===== config.mk =====
export PLATFORM = sky130hd
export DESIGN_NAME = hazardUnit
export DESIGN_NICKNAME = d
export VERILOG_FILES = /design/src/common/hazardPkg.sv /design/src/hazard/useDecoder.sv /design/src/hazard/newDecoder.sv /design/src/hazard/newTracker.sv /design/src/hazard/stallControl.sv /design/src/hazard/hazardUnit.sv
export VERILOG_INCLUDE_DIRS = /design/src /design/src/common
export SDC_FILE = /design/constraint.sdc
export NUM_CORES = 1
export LEC_CHECK = 0
export BUFFER_PORTS_ARGS = -buffer_cell sky130_fd_sc_hd__buf_2
export CAP_MARGIN = 20
export CORE_UTILIZATION = 25
export CTS_CLUSTER_DIAMETER = 40
export DETAILED_ROUTE_END_ITERATION = 8
export PLACE_DENSITY = 0.61
export RECOVER_POWER = 100
export SYNTH_ARGS = -nofsm -noshare
export SYNTH_HDL_FRONTEND = slang
export SYNTH_SLANG_ARGS = --single-unit

===== constraint.sdc =====
create_clock -name clk -period 3.6 [get_ports clk]
set_input_delay 0 -clock clk [delete_from_list [all_inputs] [get_ports clk]]
set_output_delay 0 -clock clk [all_outputs]
set_load 0.01 [all_outputs]

===== src/common/hazard_config.svh =====
`ifndef HAZARD_CONFIG_SVH
`define HAZARD_CONFIG_SVH

//////////////////////////////////////////////////
// Field widths shared by the hazard block
//////////////////////////////////////////////////

// Full MIPS instruction word
`define INSTR_W 32

// Register index, 32 architectural registers
`define REG_W 5

// Tuse / Tnew range is 0..2
`define T_W 2

`endif


===== src/common/hazardPkg.sv =====
`include "hazard_config.svh"

package hazardPkg;

    // Register number, 0 means no dependency
    typedef logic [`REG_W-1:0] regIdx_t;

    // Cycles until a value is needed or ready
    typedef logic [`T_W-1:0] tTime_t;

    //////////////////////////////////////////////////
    // Opcodes
    //////////////////////////////////////////////////

    localparam logic [5:0] OP_R    = 6'b000000;
    localparam logic [5:0] OP_COP0 = 6'b010000;
    localparam logic [5:0] OP_ORI  = 6'b001101;
    localparam logic [5:0] OP_ADDI = 6'b001000;
    localparam logic [5:0] OP_ANDI = 6'b001100;
    localparam logic [5:0] OP_LUI  = 6'b001111;
    localparam logic [5:0] OP_LW   = 6'b100011;
    localparam logic [5:0] OP_LH   = 6'b100001;
    localparam logic [5:0] OP_LB   = 6'b100000;
    localparam logic [5:0] OP_SW   = 6'b101011;
    localparam logic [5:0] OP_SH   = 6'b101001;
    localparam logic [5:0] OP_SB   = 6'b101000;
    localparam logic [5:0] OP_BEQ  = 6'b000100;
    localparam logic [5:0] OP_BNE  = 6'b000101;
    localparam logic [5:0] OP_J    = 6'b000010;
    localparam logic [5:0] OP_JAL  = 6'b000011;

    //////////////////////////////////////////////////
    // Function codes
    //////////////////////////////////////////////////

    localparam logic [5:0] FN_ADD   = 6'b100000;
    localparam logic [5:0] FN_SUB   = 6'b100010;
    localparam logic [5:0] FN_AND   = 6'b100100;
    localparam logic [5:0] FN_OR    = 6'b100101;
    localparam logic [5:0] FN_SLT   = 6'b101010;
    localparam logic [5:0] FN_SLTU  = 6'b101011;
    localparam logic [5:0] FN_MULT  = 6'b011000;
    localparam logic [5:0] FN_MULTU = 6'b011001;
    localparam logic [5:0] FN_DIV   = 6'b011010;
    localparam logic [5:0] FN_DIVU  = 6'b011011;
    localparam logic [5:0] FN_MFHI  = 6'b010000;
    localparam logic [5:0] FN_MFLO  = 6'b010010;
    localparam logic [5:0] FN_MTHI  = 6'b010001;
    localparam logic [5:0] FN_MTLO  = 6'b010011;
    localparam logic [5:0] FN_JR    = 6'b001000;

    // Only meaningful under OP_COP0
    localparam logic [5:0] FN_ERET  = 6'b011000;

    // COP0 rs field selects move direction
    localparam logic [4:0] CP0_MF = 5'd0;
    localparam logic [4:0] CP0_MT = 5'd4;

endpackage


===== src/hazard/useDecoder.sv =====
`timescale 1ns/1ps
`include "hazard_config.svh"

module useDecoder import hazardPkg::*; (
    input  logic [`INSTR_W-1:0] instrD,
    output regIdx_t             srcRs,
    output regIdx_t             srcRt,
    output tTime_t              tUseRs,
    output tTime_t              tUseRt,
    output logic                isHiLoMove,
    output logic                isMulDiv,
    output logic                isEret
);

    // Needed in decode, execute and memory respectively
    localparam tTime_t TUSE_D = tTime_t'(0);
    localparam tTime_t TUSE_E = tTime_t'(1);
    localparam tTime_t TUSE_M = tTime_t'(2);

    logic [5:0] opcode;
    logic [5:0] funct;
    logic [4:0] cop0Sel;
    regIdx_t    rsField;
    regIdx_t    rtField;

    assign opcode  = instrD[31:26];
    assign cop0Sel = instrD[25:21];
    assign rsField = instrD[25:21];
    assign rtField = instrD[20:16];
    assign funct   = instrD[5:0];

    //////////////////////////////////////////////////
    // One classification per instruction
    //////////////////////////////////////////////////

    always_comb begin
        srcRs      = '0;
        srcRt      = '0;
        tUseRs     = TUSE_D;
        tUseRt     = TUSE_D;
        isHiLoMove = 1'b0;
        isMulDiv   = 1'b0;
        isEret     = 1'b0;

        case (opcode)
            OP_R: begin
                case (funct)
                    FN_ADD, FN_SUB, FN_AND, FN_OR, FN_SLT, FN_SLTU: begin
                        srcRs  = rsField;
                        srcRt  = rtField;
                        tUseRs = TUSE_E;
                        tUseRt = TUSE_E;
                    end
                    FN_MULT, FN_MULTU, FN_DIV, FN_DIVU: begin
                        srcRs    = rsField;
                        srcRt    = rtField;
                        tUseRs   = TUSE_E;
                        tUseRt   = TUSE_E;
                        isMulDiv = 1'b1;
                    end
                    FN_MTHI, FN_MTLO: begin
                        srcRs      = rsField;
                        tUseRs     = TUSE_E;
                        isHiLoMove = 1'b1;
                    end
                    // Reads HI/LO only, no GPR source
                    FN_MFHI, FN_MFLO: begin
                        isHiLoMove = 1'b1;
                    end
                    FN_JR: begin
                        srcRs  = rsField;
                        tUseRs = TUSE_D;
                    end
                    default: ;
                endcase
            end

            OP_ORI, OP_ADDI, OP_ANDI, OP_LW, OP_LH, OP_LB: begin
                srcRs  = rsField;
                tUseRs = TUSE_E;
            end

            // Base used for address, data only at memory
            OP_SW, OP_SH, OP_SB: begin
                srcRs  = rsField;
                srcRt  = rtField;
                tUseRs = TUSE_E;
                tUseRt = TUSE_M;
            end

            OP_BEQ, OP_BNE: begin
                srcRs  = rsField;
                srcRt  = rtField;
                tUseRs = TUSE_D;
                tUseRt = TUSE_D;
            end

            OP_COP0: begin
                if (cop0Sel == CP0_MT) begin
                    srcRt  = rtField;
                    tUseRt = TUSE_M;
                end else if (cop0Sel != CP0_MF && funct == FN_ERET) begin
                    isEret = 1'b1;
                end
            end

            // lui, j, jal read no register
            default: ;
        endcase
    end

endmodule


===== src/hazard/newDecoder.sv =====
`timescale 1ns/1ps
`include "hazard_config.svh"

module newDecoder import hazardPkg::*; (
    input  logic [`INSTR_W-1:0] instrE,
    output regIdx_t             dstE,
    output tTime_t              tNewE
);

    // Cycles from execute until the result can be forwarded
    localparam tTime_t TNEW_NOW  = tTime_t'(0);
    localparam tTime_t TNEW_ALU  = tTime_t'(1);
    localparam tTime_t TNEW_LOAD = tTime_t'(2);

    localparam regIdx_t LINK_REG = regIdx_t'(31);

    logic [5:0] opcode;
    logic [5:0] funct;
    logic [4:0] cop0Sel;
    regIdx_t    rtField;
    regIdx_t    rdField;

    assign opcode  = instrE[31:26];
    assign cop0Sel = instrE[25:21];
    assign rtField = instrE[20:16];
    assign rdField = instrE[15:11];
    assign funct   = instrE[5:0];

    always_comb begin
        dstE  = '0;
        tNewE = TNEW_NOW;

        case (opcode)
            OP_R: begin
                case (funct)
                    FN_ADD, FN_SUB, FN_AND, FN_OR, FN_SLT, FN_SLTU,
                    FN_MFHI, FN_MFLO: begin
                        dstE  = rdField;
                        tNewE = TNEW_ALU;
                    end
                    default: ;
                endcase
            end

            OP_ORI, OP_ADDI, OP_ANDI, OP_LUI: begin
                dstE  = rtField;
                tNewE = TNEW_ALU;
            end

            OP_LW, OP_LH, OP_LB: begin
                dstE  = rtField;
                tNewE = TNEW_LOAD;
            end

            // mfc0 value arrives with the memory stage
            OP_COP0: begin
                if (cop0Sel == CP0_MF) begin
                    dstE  = rtField;
                    tNewE = TNEW_LOAD;
                end
            end

            // Link address is ready already in execute
            OP_JAL: begin
                dstE  = LINK_REG;
                tNewE = TNEW_NOW;
            end

            default: ;
        endcase
    end

endmodule


===== src/hazard/newTracker.sv =====
`timescale 1ns/1ps

module newTracker import hazardPkg::*; (
    input  logic    clk,
    input  logic    reset,
    input  regIdx_t dstE,
    input  tTime_t  tNewE,
    input  logic    regWriteE,
    output regIdx_t dstM,
    output tTime_t  tNewM,
    output logic    regWriteM
);

    tTime_t tNewAged;

    // One stage older, never below zero
    assign tNewAged = (tNewE == '0) ? '0 : tTime_t'(tNewE - tTime_t'(1));

    //////////////////////////////////////////////////
    // Memory-stage bookkeeping
    //////////////////////////////////////////////////

    // Memory stage always advances, stall does not hold it
    always_ff @(posedge clk) begin
        if (reset) begin
            dstM      <= '0;
            tNewM     <= '0;
            regWriteM <= 1'b0;
        end else begin
            dstM      <= dstE;
            tNewM     <= tNewAged;
            regWriteM <= regWriteE;
        end
    end

endmodule


===== src/hazard/stallControl.sv =====
`timescale 1ns/1ps

module stallControl import hazardPkg::*; (
    input  logic    clk,
    input  logic    reset,
    input  regIdx_t srcRs,
    input  regIdx_t srcRt,
    input  tTime_t  tUseRs,
    input  tTime_t  tUseRt,
    input  logic    isHiLoMove,
    input  logic    isMulDiv,
    input  logic    isEret,
    input  regIdx_t dstE,
    input  tTime_t  tNewE,
    input  logic    regWriteE,
    input  regIdx_t dstM,
    input  tTime_t  tNewM,
    input  logic    regWriteM,
    input  logic    mduBusy,
    input  logic    mduStart,
    output logic    stall,
    output logic    mduBlock
);

    logic [1:0] eretCnt;
    logic       dataStall;
    logic       mduActive;
    logic       eretStall;

    // Source needed before the producer can forward it
    function automatic logic depStall(
        input regIdx_t src,
        input tTime_t  tUse,
        input regIdx_t dst,
        input logic    wr,
        input tTime_t  tNew
    );
        return (src != '0) && (src == dst) && wr && (tUse < tNew);
    endfunction

    //////////////////////////////////////////////////
    // Register dependencies
    //////////////////////////////////////////////////

    assign dataStall = depStall(srcRs, tUseRs, dstE, regWriteE, tNewE) |
                       depStall(srcRs, tUseRs, dstM, regWriteM, tNewM) |
                       depStall(srcRt, tUseRt, dstE, regWriteE, tNewE) |
                       depStall(srcRt, tUseRt, dstM, regWriteM, tNewM);

    //////////////////////////////////////////////////
    // MDU interlock
    //////////////////////////////////////////////////

    assign mduActive = mduBusy | mduStart;
    assign mduBlock  = isMulDiv & mduActive;

    //////////////////////////////////////////////////
    // eret hold
    //////////////////////////////////////////////////

    // Loaded with 1, counts down while eret waits in decode
    always_ff @(posedge clk) begin
        if (reset) begin
            eretCnt <= 2'd1;
        end else if (isEret) begin
            if (eretCnt != 2'd0) begin
                eretCnt <= eretCnt - 2'd1;
            end
        end else begin
            eretCnt <= 2'd1;
        end
    end

    assign eretStall = isEret && (eretCnt != 2'd0);

    assign stall = dataStall | (isHiLoMove & mduActive) | eretStall;

endmodule


===== src/hazard/hazardUnit.sv =====
`timescale 1ns/1ps
`include "hazard_config.svh"

module hazardUnit import hazardPkg::*; (
    input  logic                clk,
    input  logic                reset,
    input  logic [`INSTR_W-1:0] instrD,
    input  logic [`INSTR_W-1:0] instrE,
    input  logic                regWriteE,
    input  logic                mduBusy,
    input  logic                mduStart,
    output logic                pcWrite,
    output logic                ifIdEn,
    output logic                idExClr,
    output logic                mduBlock,
    output regIdx_t             srcRs,
    output regIdx_t             srcRt,
    output tTime_t              tNewE,
    output tTime_t              tNewM
);

    tTime_t  tUseRs;
    tTime_t  tUseRt;
    logic    isHiLoMove;
    logic    isMulDiv;
    logic    isEret;
    regIdx_t dstE;
    regIdx_t dstM;
    logic    regWriteM;
    logic    stall;

    // Decode stage sources
    useDecoder uUse (
        .instrD     (instrD),
        .srcRs      (srcRs),
        .srcRt      (srcRt),
        .tUseRs     (tUseRs),
        .tUseRt     (tUseRt),
        .isHiLoMove (isHiLoMove),
        .isMulDiv   (isMulDiv),
        .isEret     (isEret)
    );

    // Execute stage producer
    newDecoder uNew (
        .instrE (instrE),
        .dstE   (dstE),
        .tNewE  (tNewE)
    );

    newTracker uTrack (
        .clk       (clk),
        .reset     (reset),
        .dstE      (dstE),
        .tNewE     (tNewE),
        .regWriteE (regWriteE),
        .dstM      (dstM),
        .tNewM     (tNewM),
        .regWriteM (regWriteM)
    );

    stallControl uStall (
        .clk        (clk),
        .reset      (reset),
        .srcRs      (srcRs),
        .srcRt      (srcRt),
        .tUseRs     (tUseRs),
        .tUseRt     (tUseRt),
        .isHiLoMove (isHiLoMove),
        .isMulDiv   (isMulDiv),
        .isEret     (isEret),
        .dstE       (dstE),
        .tNewE      (tNewE),
        .regWriteE  (regWriteE),
        .dstM       (dstM),
        .tNewM      (tNewM),
        .regWriteM  (regWriteM),
        .mduBusy    (mduBusy),
        .mduStart   (mduStart),
        .stall      (stall),
        .mduBlock   (mduBlock)
    );

    // Freeze fetch and decode, bubble into execute
    assign pcWrite = ~stall;
    assign ifIdEn  = ~stall;
    assign idExClr = stall;

endmodule


Word-level counts from Yosys, hierarchy flattened
Index checks and enable logic that the tools add are counted.
{"block": "totals", "register_bits": 10, "out_inout_bits": 18}
{"block": "op_classes", "n_addsub": 2, "order_cmp": 4, "eq_ne": 49, "muxes": 23, "bitwise": 10, "n_reduce_logical": 37}
{"operator": "$eq 6x6->1 const B", "count": 21}
{"operator": "$eq 6x5->1 const B", "count": 12}
{"operator": "$eq 6x4->1 const B", "count": 8}
{"operator": "$mux 5", "count": 5}
{"operator": "$eq 5x5->1", "count": 4}
{"operator": "$pmux 5 s4", "count": 1}
{"operator": "$pmux 5 s3", "count": 1}
{"operator": "$reduce_bool 5->1", "count": 3}
{"operator": "$logic_and 1x1->1", "count": 14}
{"operator": "$reduce_or 13->1", "count": 1}
{"operator": "$eq 6x3->1 const B", "count": 2}
{"operator": "$logic_not 6->1", "count": 2}
{"operator": "$reduce_or 12->1", "count": 1}
{"operator": "$reduce_or 4->1", "count": 3}
{"operator": "$reduce_or 11->1", "count": 1}
{"operator": "$mux 1", "count": 10}
{"operator": "$pmux 5 s2", "count": 1}
{"operator": "$reduce_or 10->1", "count": 1}
{"operator": "$reduce_or 9->1", "count": 1}
{"operator": "$lt 2x2->1", "count": 4}
{"operator": "$pmux 2 s4", "count": 1}
{"operator": "$reduce_or 8->1", "count": 1}
{"operator": "$reduce_or 7->1", "count": 1}
{"operator": "$eq 6x2->1 const B", "count": 1}
{"operator": "14 further kinds", "count": 25}

Depth between registers and ports, before layout
{"block": "depth", "depth_word": 14, "ltp_mapped": 12}

By module
Synthesis repeated with hierarchy kept, for this count alone.
{"block": "unflattened", "hier_cells": 169, "area_unflattened_um2": 1327.5}
{"mod": "stallControl", "n_inst": 1, "cells_each": 65, "area_per_inst_um2": 484.2}
{"mod": "useDecoder", "n_inst": 1, "cells_each": 55, "area_per_inst_um2": 374.1}
{"mod": "newTracker", "n_inst": 1, "cells_each": 19, "area_per_inst_um2": 232.7}
{"mod": "newDecoder", "n_inst": 1, "cells_each": 28, "area_per_inst_um2": 225.2}
{"mod": "hazardUnit", "n_inst": 1, "cells_each": 2, "area_per_inst_um2": 11.3}

Least setup slack after synthesis
OpenSTA, ideal clock, no wires.
{"block": "synth_path", "kind": "input to output", "startpoint": "in instrD[26]", "endpoint": "out pcWrite", "arrival_ns": 2.115, "required_ns": 3.600, "slack_ns": 1.485, "cell_stages": 8, "n_path_buf": 1, "path_cell_list": "or3_4 > or3_4 > o311a_1 > or4_1 > a31oi_1 > a21oi_1 > o31a_1 > buf_4"}
{"block": "synth_between", "elab_chain_cells": 13, "word_cells_on_any_way": 53}
{"element": "from (decl)", "line": "hazardUnit.sv:7", "source": "input logic [`INSTR_W-1:0] instrD,"}
{"element": "$eq 6x3->1, or another cell as far along", "line": "useDecoder.sv:45", "source": "case (opcode)"}
{"element": "$reduce_or 11->1 (no line)"}
{"element": "$pmux 5 s2", "line": "useDecoder.sv:45"}
{"element": "$eq 5x5->1 / $reduce_bool 5->1 (equally long branches)", "line": "stallControl.sv:38", "source": "return (src != '0) && (src == dst) && wr && (tUse < tNew);"}
{"element": "$logic_and 1x1->1 (3 in series)", "line": "stallControl.sv:38"}
{"element": "$or 1x1->1", "line": "stallControl.sv:45", "source": "assign dataStall = depStall(srcRs, tUseRs, dstE, regWriteE, tNewE) |"}
{"element": "$or 1x1->1", "line": "stallControl.sv:46", "source": "depStall(srcRs, tUseRs, dstM, regWriteM, tNewM) |"}
{"element": "$or 1x1->1", "line": "stallControl.sv:47", "source": "depStall(srcRt, tUseRt, dstE, regWriteE, tNewE) |"}
{"element": "$or 1x1->1", "line": "stallControl.sv:76", "source": "assign stall = dataStall | (isHiLoMove & mduActive) | eretStall;"}
{"element": "$or 1x1->1 (*)", "line": "stallControl.sv:76"}
{"element": "$not 1->1 (*)"}
{"element": "to (decl)", "line": "hazardUnit.sv:12", "source": "output logic pcWrite,"}
Mark *: on every way between the ends. The rest lies on a longest branch, timed or not.

Final worst setup path
{"block": "layout_path", "startpoint": "in instrD[26]", "endpoint": "out pcWrite"}
{"block": "layout_between", "elab_chain_cells": 13, "word_cells_on_any_way": 53}
{"element": "$eq 6x3->1, or another cell as far along", "line": "useDecoder.sv:45"}
{"element": "$reduce_or 11->1 (no line)"}
{"element": "$pmux 5 s2", "line": "useDecoder.sv:45"}
{"element": "$eq 5x5->1 / $reduce_bool 5->1 (equally long branches)", "line": "stallControl.sv:38"}
{"element": "$logic_and 1x1->1 (3 in series)", "line": "stallControl.sv:38"}
{"element": "$or 1x1->1", "line": "stallControl.sv:45"}
{"element": "$or 1x1->1", "line": "stallControl.sv:46"}
{"element": "$or 1x1->1", "line": "stallControl.sv:47"}
{"element": "$or 1x1->1", "line": "stallControl.sv:76"}
{"element": "$or 1x1->1 (*)", "line": "stallControl.sv:76"}
{"element": "$not 1->1 (*)", "line": "hazardUnit.sv:85", "source": "assign pcWrite = ~stall;"}
Marked as above.

==> impl_metrics.json <==
{
  "outcome": "finished, final reports clean",
  "route.detailed.drc": 0,
  "yosysTopAreaCell": "dfxtp_1",
  "htree_num_levels": 1,
  "min_path_type": "primary input to flip-flop",
  "min_period_ps": 2710,
  "synthArstFlopShare_pct": 0,
  "critPathArrivalTime_ps": 2710,
  "crit_chain": "clkbuf_1 > or3_2 > nor3_1 > nand4_1 > o31ai_1 > ha_1 > nand4b_1 > nor2_1 > a311o_1 > a21oi_1 > o31a_1 > clkbuf_1",
  "final_nets": 356,
  "post_drt_via_cell_ratio": 5.09,
  "avgSynthCellArea_um2": 7.54,
  "p_per_area_mw_per_mm2": 203,
  "clock_latency_ps": 240,
  "ios": 87,
  "fillers": 702,
  "hpwl_um": 3960,
  "rows": 28,
  "gp_congestion": 0.773,
  "core_mm2": 0.00603,
  "syn_inst": 211,
  "start_util_pct": 26.4,
  "cts_tree": "built",
  "grtUsageTotal_pct": 14.1,
  "synth_ff_type": "dfxtp_1",
  "diodes": 0,
  "syn2layout_area_growth_pct": 25.6,
  "switchingPower_uw": 129,
  "die_w_um": 81.8,
  "clockPowerShare_pct": 35.7,
  "tightest_slew_ps": 801,
  "layout.cells.non_filler": 357,
  "cts_made_buffers": 3,
  "period_share_pct": 75.3,
  "whs_ps": 12.3,
  "power_frac_seq_pct": 28.6,
  "cts.sinks": 10,
  "critPathMaxStageDelay_ps": 500,
  "fin_area_mm2": 0.00200,
  "port_buffers": 71,
  "slew-limit-headroom_pct": 46.6,
  "ant_nets": 0,
  "slowest_stage": "or3_2",
  "required_ps": 3600,
  "die_h_um": 81.8,
  "path_class": "primary input to primary output",
  "max-vdd-ir-drop_v": 0.000108,
  "seq_area_frac_synth_pct": 12.6,
  "final-max-slew-violation-count": 0,
  "leakage_uw": 0.000839,
  "critPathMaxFanout": 6,
  "finalWorstSetupSlack_ps": 889,
  "dpl_cell_area_mm2": 0.00200,
  "comb_power_share_pct": 35.8,
  "grt_pass1_wl_um": 7420,
  "dieArea_mm2": 0.00669,
  "syn_nets": 284,
  "cts_setup_buffers": 0,
  "worstSetupEndpointType": "primary output",
  "clockBufferDepth": 2,
  "crit_start": "instrD[26]",
  "drive_above_1_share_pct": 27.0,
  "synth_edf_count": 0,
  "ys_ff_latch": 10,
  "crit_path_start_kind": "primary input",
  "finalWirelength_um": 4700,
  "syn_area_mm2": 0.00159,
  "swShare_pct": 31.9,
  "synth_warnings": 0,
  "grt_pass1_vias": 1653,
  "fmax_mhz": 369,
  "vias": 1816,
  "drtPass1Iterations": 4,
  "hold_viol": 0,
  "grt_max_degree": 13,
  "antenna_found_initial": 0,
  "crit_buf_inv": 2,
  "setup_tns_ps": 0,
  "postCtsHoldBufs": 0,
  "placed_cells": 353,
  "netlist.area_leader.share_pct": 12.6,
  "cp_top_family": "simple AND/OR/NAND/NOR gates",
  "clock_skew_ps": 0.0545,
  "place_ws_ps": 1150,
  "r2r-start": "uStall.eretCnt[0]",
  "cap_violations": 0,
  "root_buffer": "clkbuf_8",
  "ys_types": 63,
  "yosys-top-cells-area": "dfxtp_1, a21oi_1, xor2_1, and2_1, nand2b_1",
  "clk_pin_slew_ps": 50,
  "drt_iter0_markers": 69,
  "cpMostUsedCell": "clkbuf_1",
  "rsz0062_at_grt": "false",
  "worstHoldStart": "regWriteE",
  "grt_overflow": 0,
  "setup_violations": 0,
  "p_int_uw": 275,
  "wl_per_cell_um": 13.2,
  "cts_resized": 0
}
==> path summary, 6_finish.rpt <==
path / end / slack (ps) / cells past startpoint
setup / recovery: pcWrite / 890 / 12
hold / removal: uTrack.regWriteM / 10 / 2
setup reg to reg: uStall.eretCnt[1] / 2610 / 5
hold reg to reg: uStall.eretCnt[0] / 500 / 2
==> power groups by stage <==
stage	sequential, uW	combinational, uW	clock, uW
4_1_cts	116	152	145
6_report	116	145	144
3_3_place_gp	118	148	0
3_5_place_dp	118	151	0
5_1_grt	116	161	151
2_1_floorplan	118	84.4	0
==> per-layer routing <==
metal	vias to the layer above	global-route usage, %	part of all wire, %
li1	935	-	-
met1	808	17.9	47
met2	68	24.4	46
met3	5	1.89	6.4
met4	0	4.74	0.85
met5	-	0	0
==> through the flow <==
step	util [%]	total power, uW
6_report	33.2	405
3_3_place_gp	33.2	266
3_5_place_dp	33.2	269
5_1_grt	33.2	428
2_1_floorplan	-	202
4_1_cts	34.2	412
==> Yosys cell counts, types with 3 or more instances <==
cell      number
nor4_1         5
o21ai_0        7
nor3b_1        4
a21o_1         4
inv_1         11
ha_1           4
nor3_1        10
nor2b_1        8
o31ai_1        3
buf_6          3
xor2_1        10
a21oi_1       18
nand3_1        3
dfxtp_1       10
nand2_1        8
nor2_1        15
nand2b_1       9
or3b_1         3
xnor2_1        5
nand4b_1       4
nand4_1        4
and2_1        13
==> worst register-to-register path: stages (launching register included) <==
cell and delay [ps]:
dfxtp_1 340, inv_1 50, ha_1 270, nor2_1 90
a21oi_1 50, nor3_1 120
==> layout by cell type (no fill, tap or decap), types with 5 or more instances in the layout <==
| master | count |
|---|---|
| buf_2 | 61 |
| nor3_1 | 11 |
| and2_0 | 7 |
| nor2b_1 | 8 |
| nor2_1 | 15 |
| clkbuf_1 | 11 |
| nor4_1 | 6 |
| a21oi_1 | 18 |
| nand2b_1 | 9 |
| xor2_1 | 10 |
| dfxtp_1 | 10 |
| o21ai_0 | 8 |
| nand2_1 | 8 |
| and2_1 | 6 |
| xnor2_1 | 5 |
| inv_1 | 11 |
==> sequential cells by signal, indices dropped and copies added (netlist names) <==
signal / flops
uTrack.dstM: 5
uStall.eretCnt: 2
uTrack.tNewM: 2
uTrack.regWriteM: 1
==> layout make-up <==
class / instances / area (um^2) / share of cell area, %
sequential: 10 / 200 / 10.0
clock buffer: 4 / 55.1 / 2.76
timing repair buffer: 73 / 354 / 17.7
tap: 75 / 93.8 / 4.70
multi-input combinational: 184 / 1250 / 62.7
inverter: 11 / 41.3 / 2.07
==> cell families (layout without fill, tap and decap cells) <==
family	count (synthesis)	count (layout)	share of synthesized area, %
adder cells (fa/ha/maj)	4	4	3.14
AND/OR/NAND/NOR	103	103	40.7
AO/OA/AOI/OAI	60	60	28.1
flip-flops	10	10	12.6
XOR/XNOR	15	15	8.25
multiplexers	2	2	1.34
buffers and inverters	17	88	5.90
(Power assumes the default switching activity.)
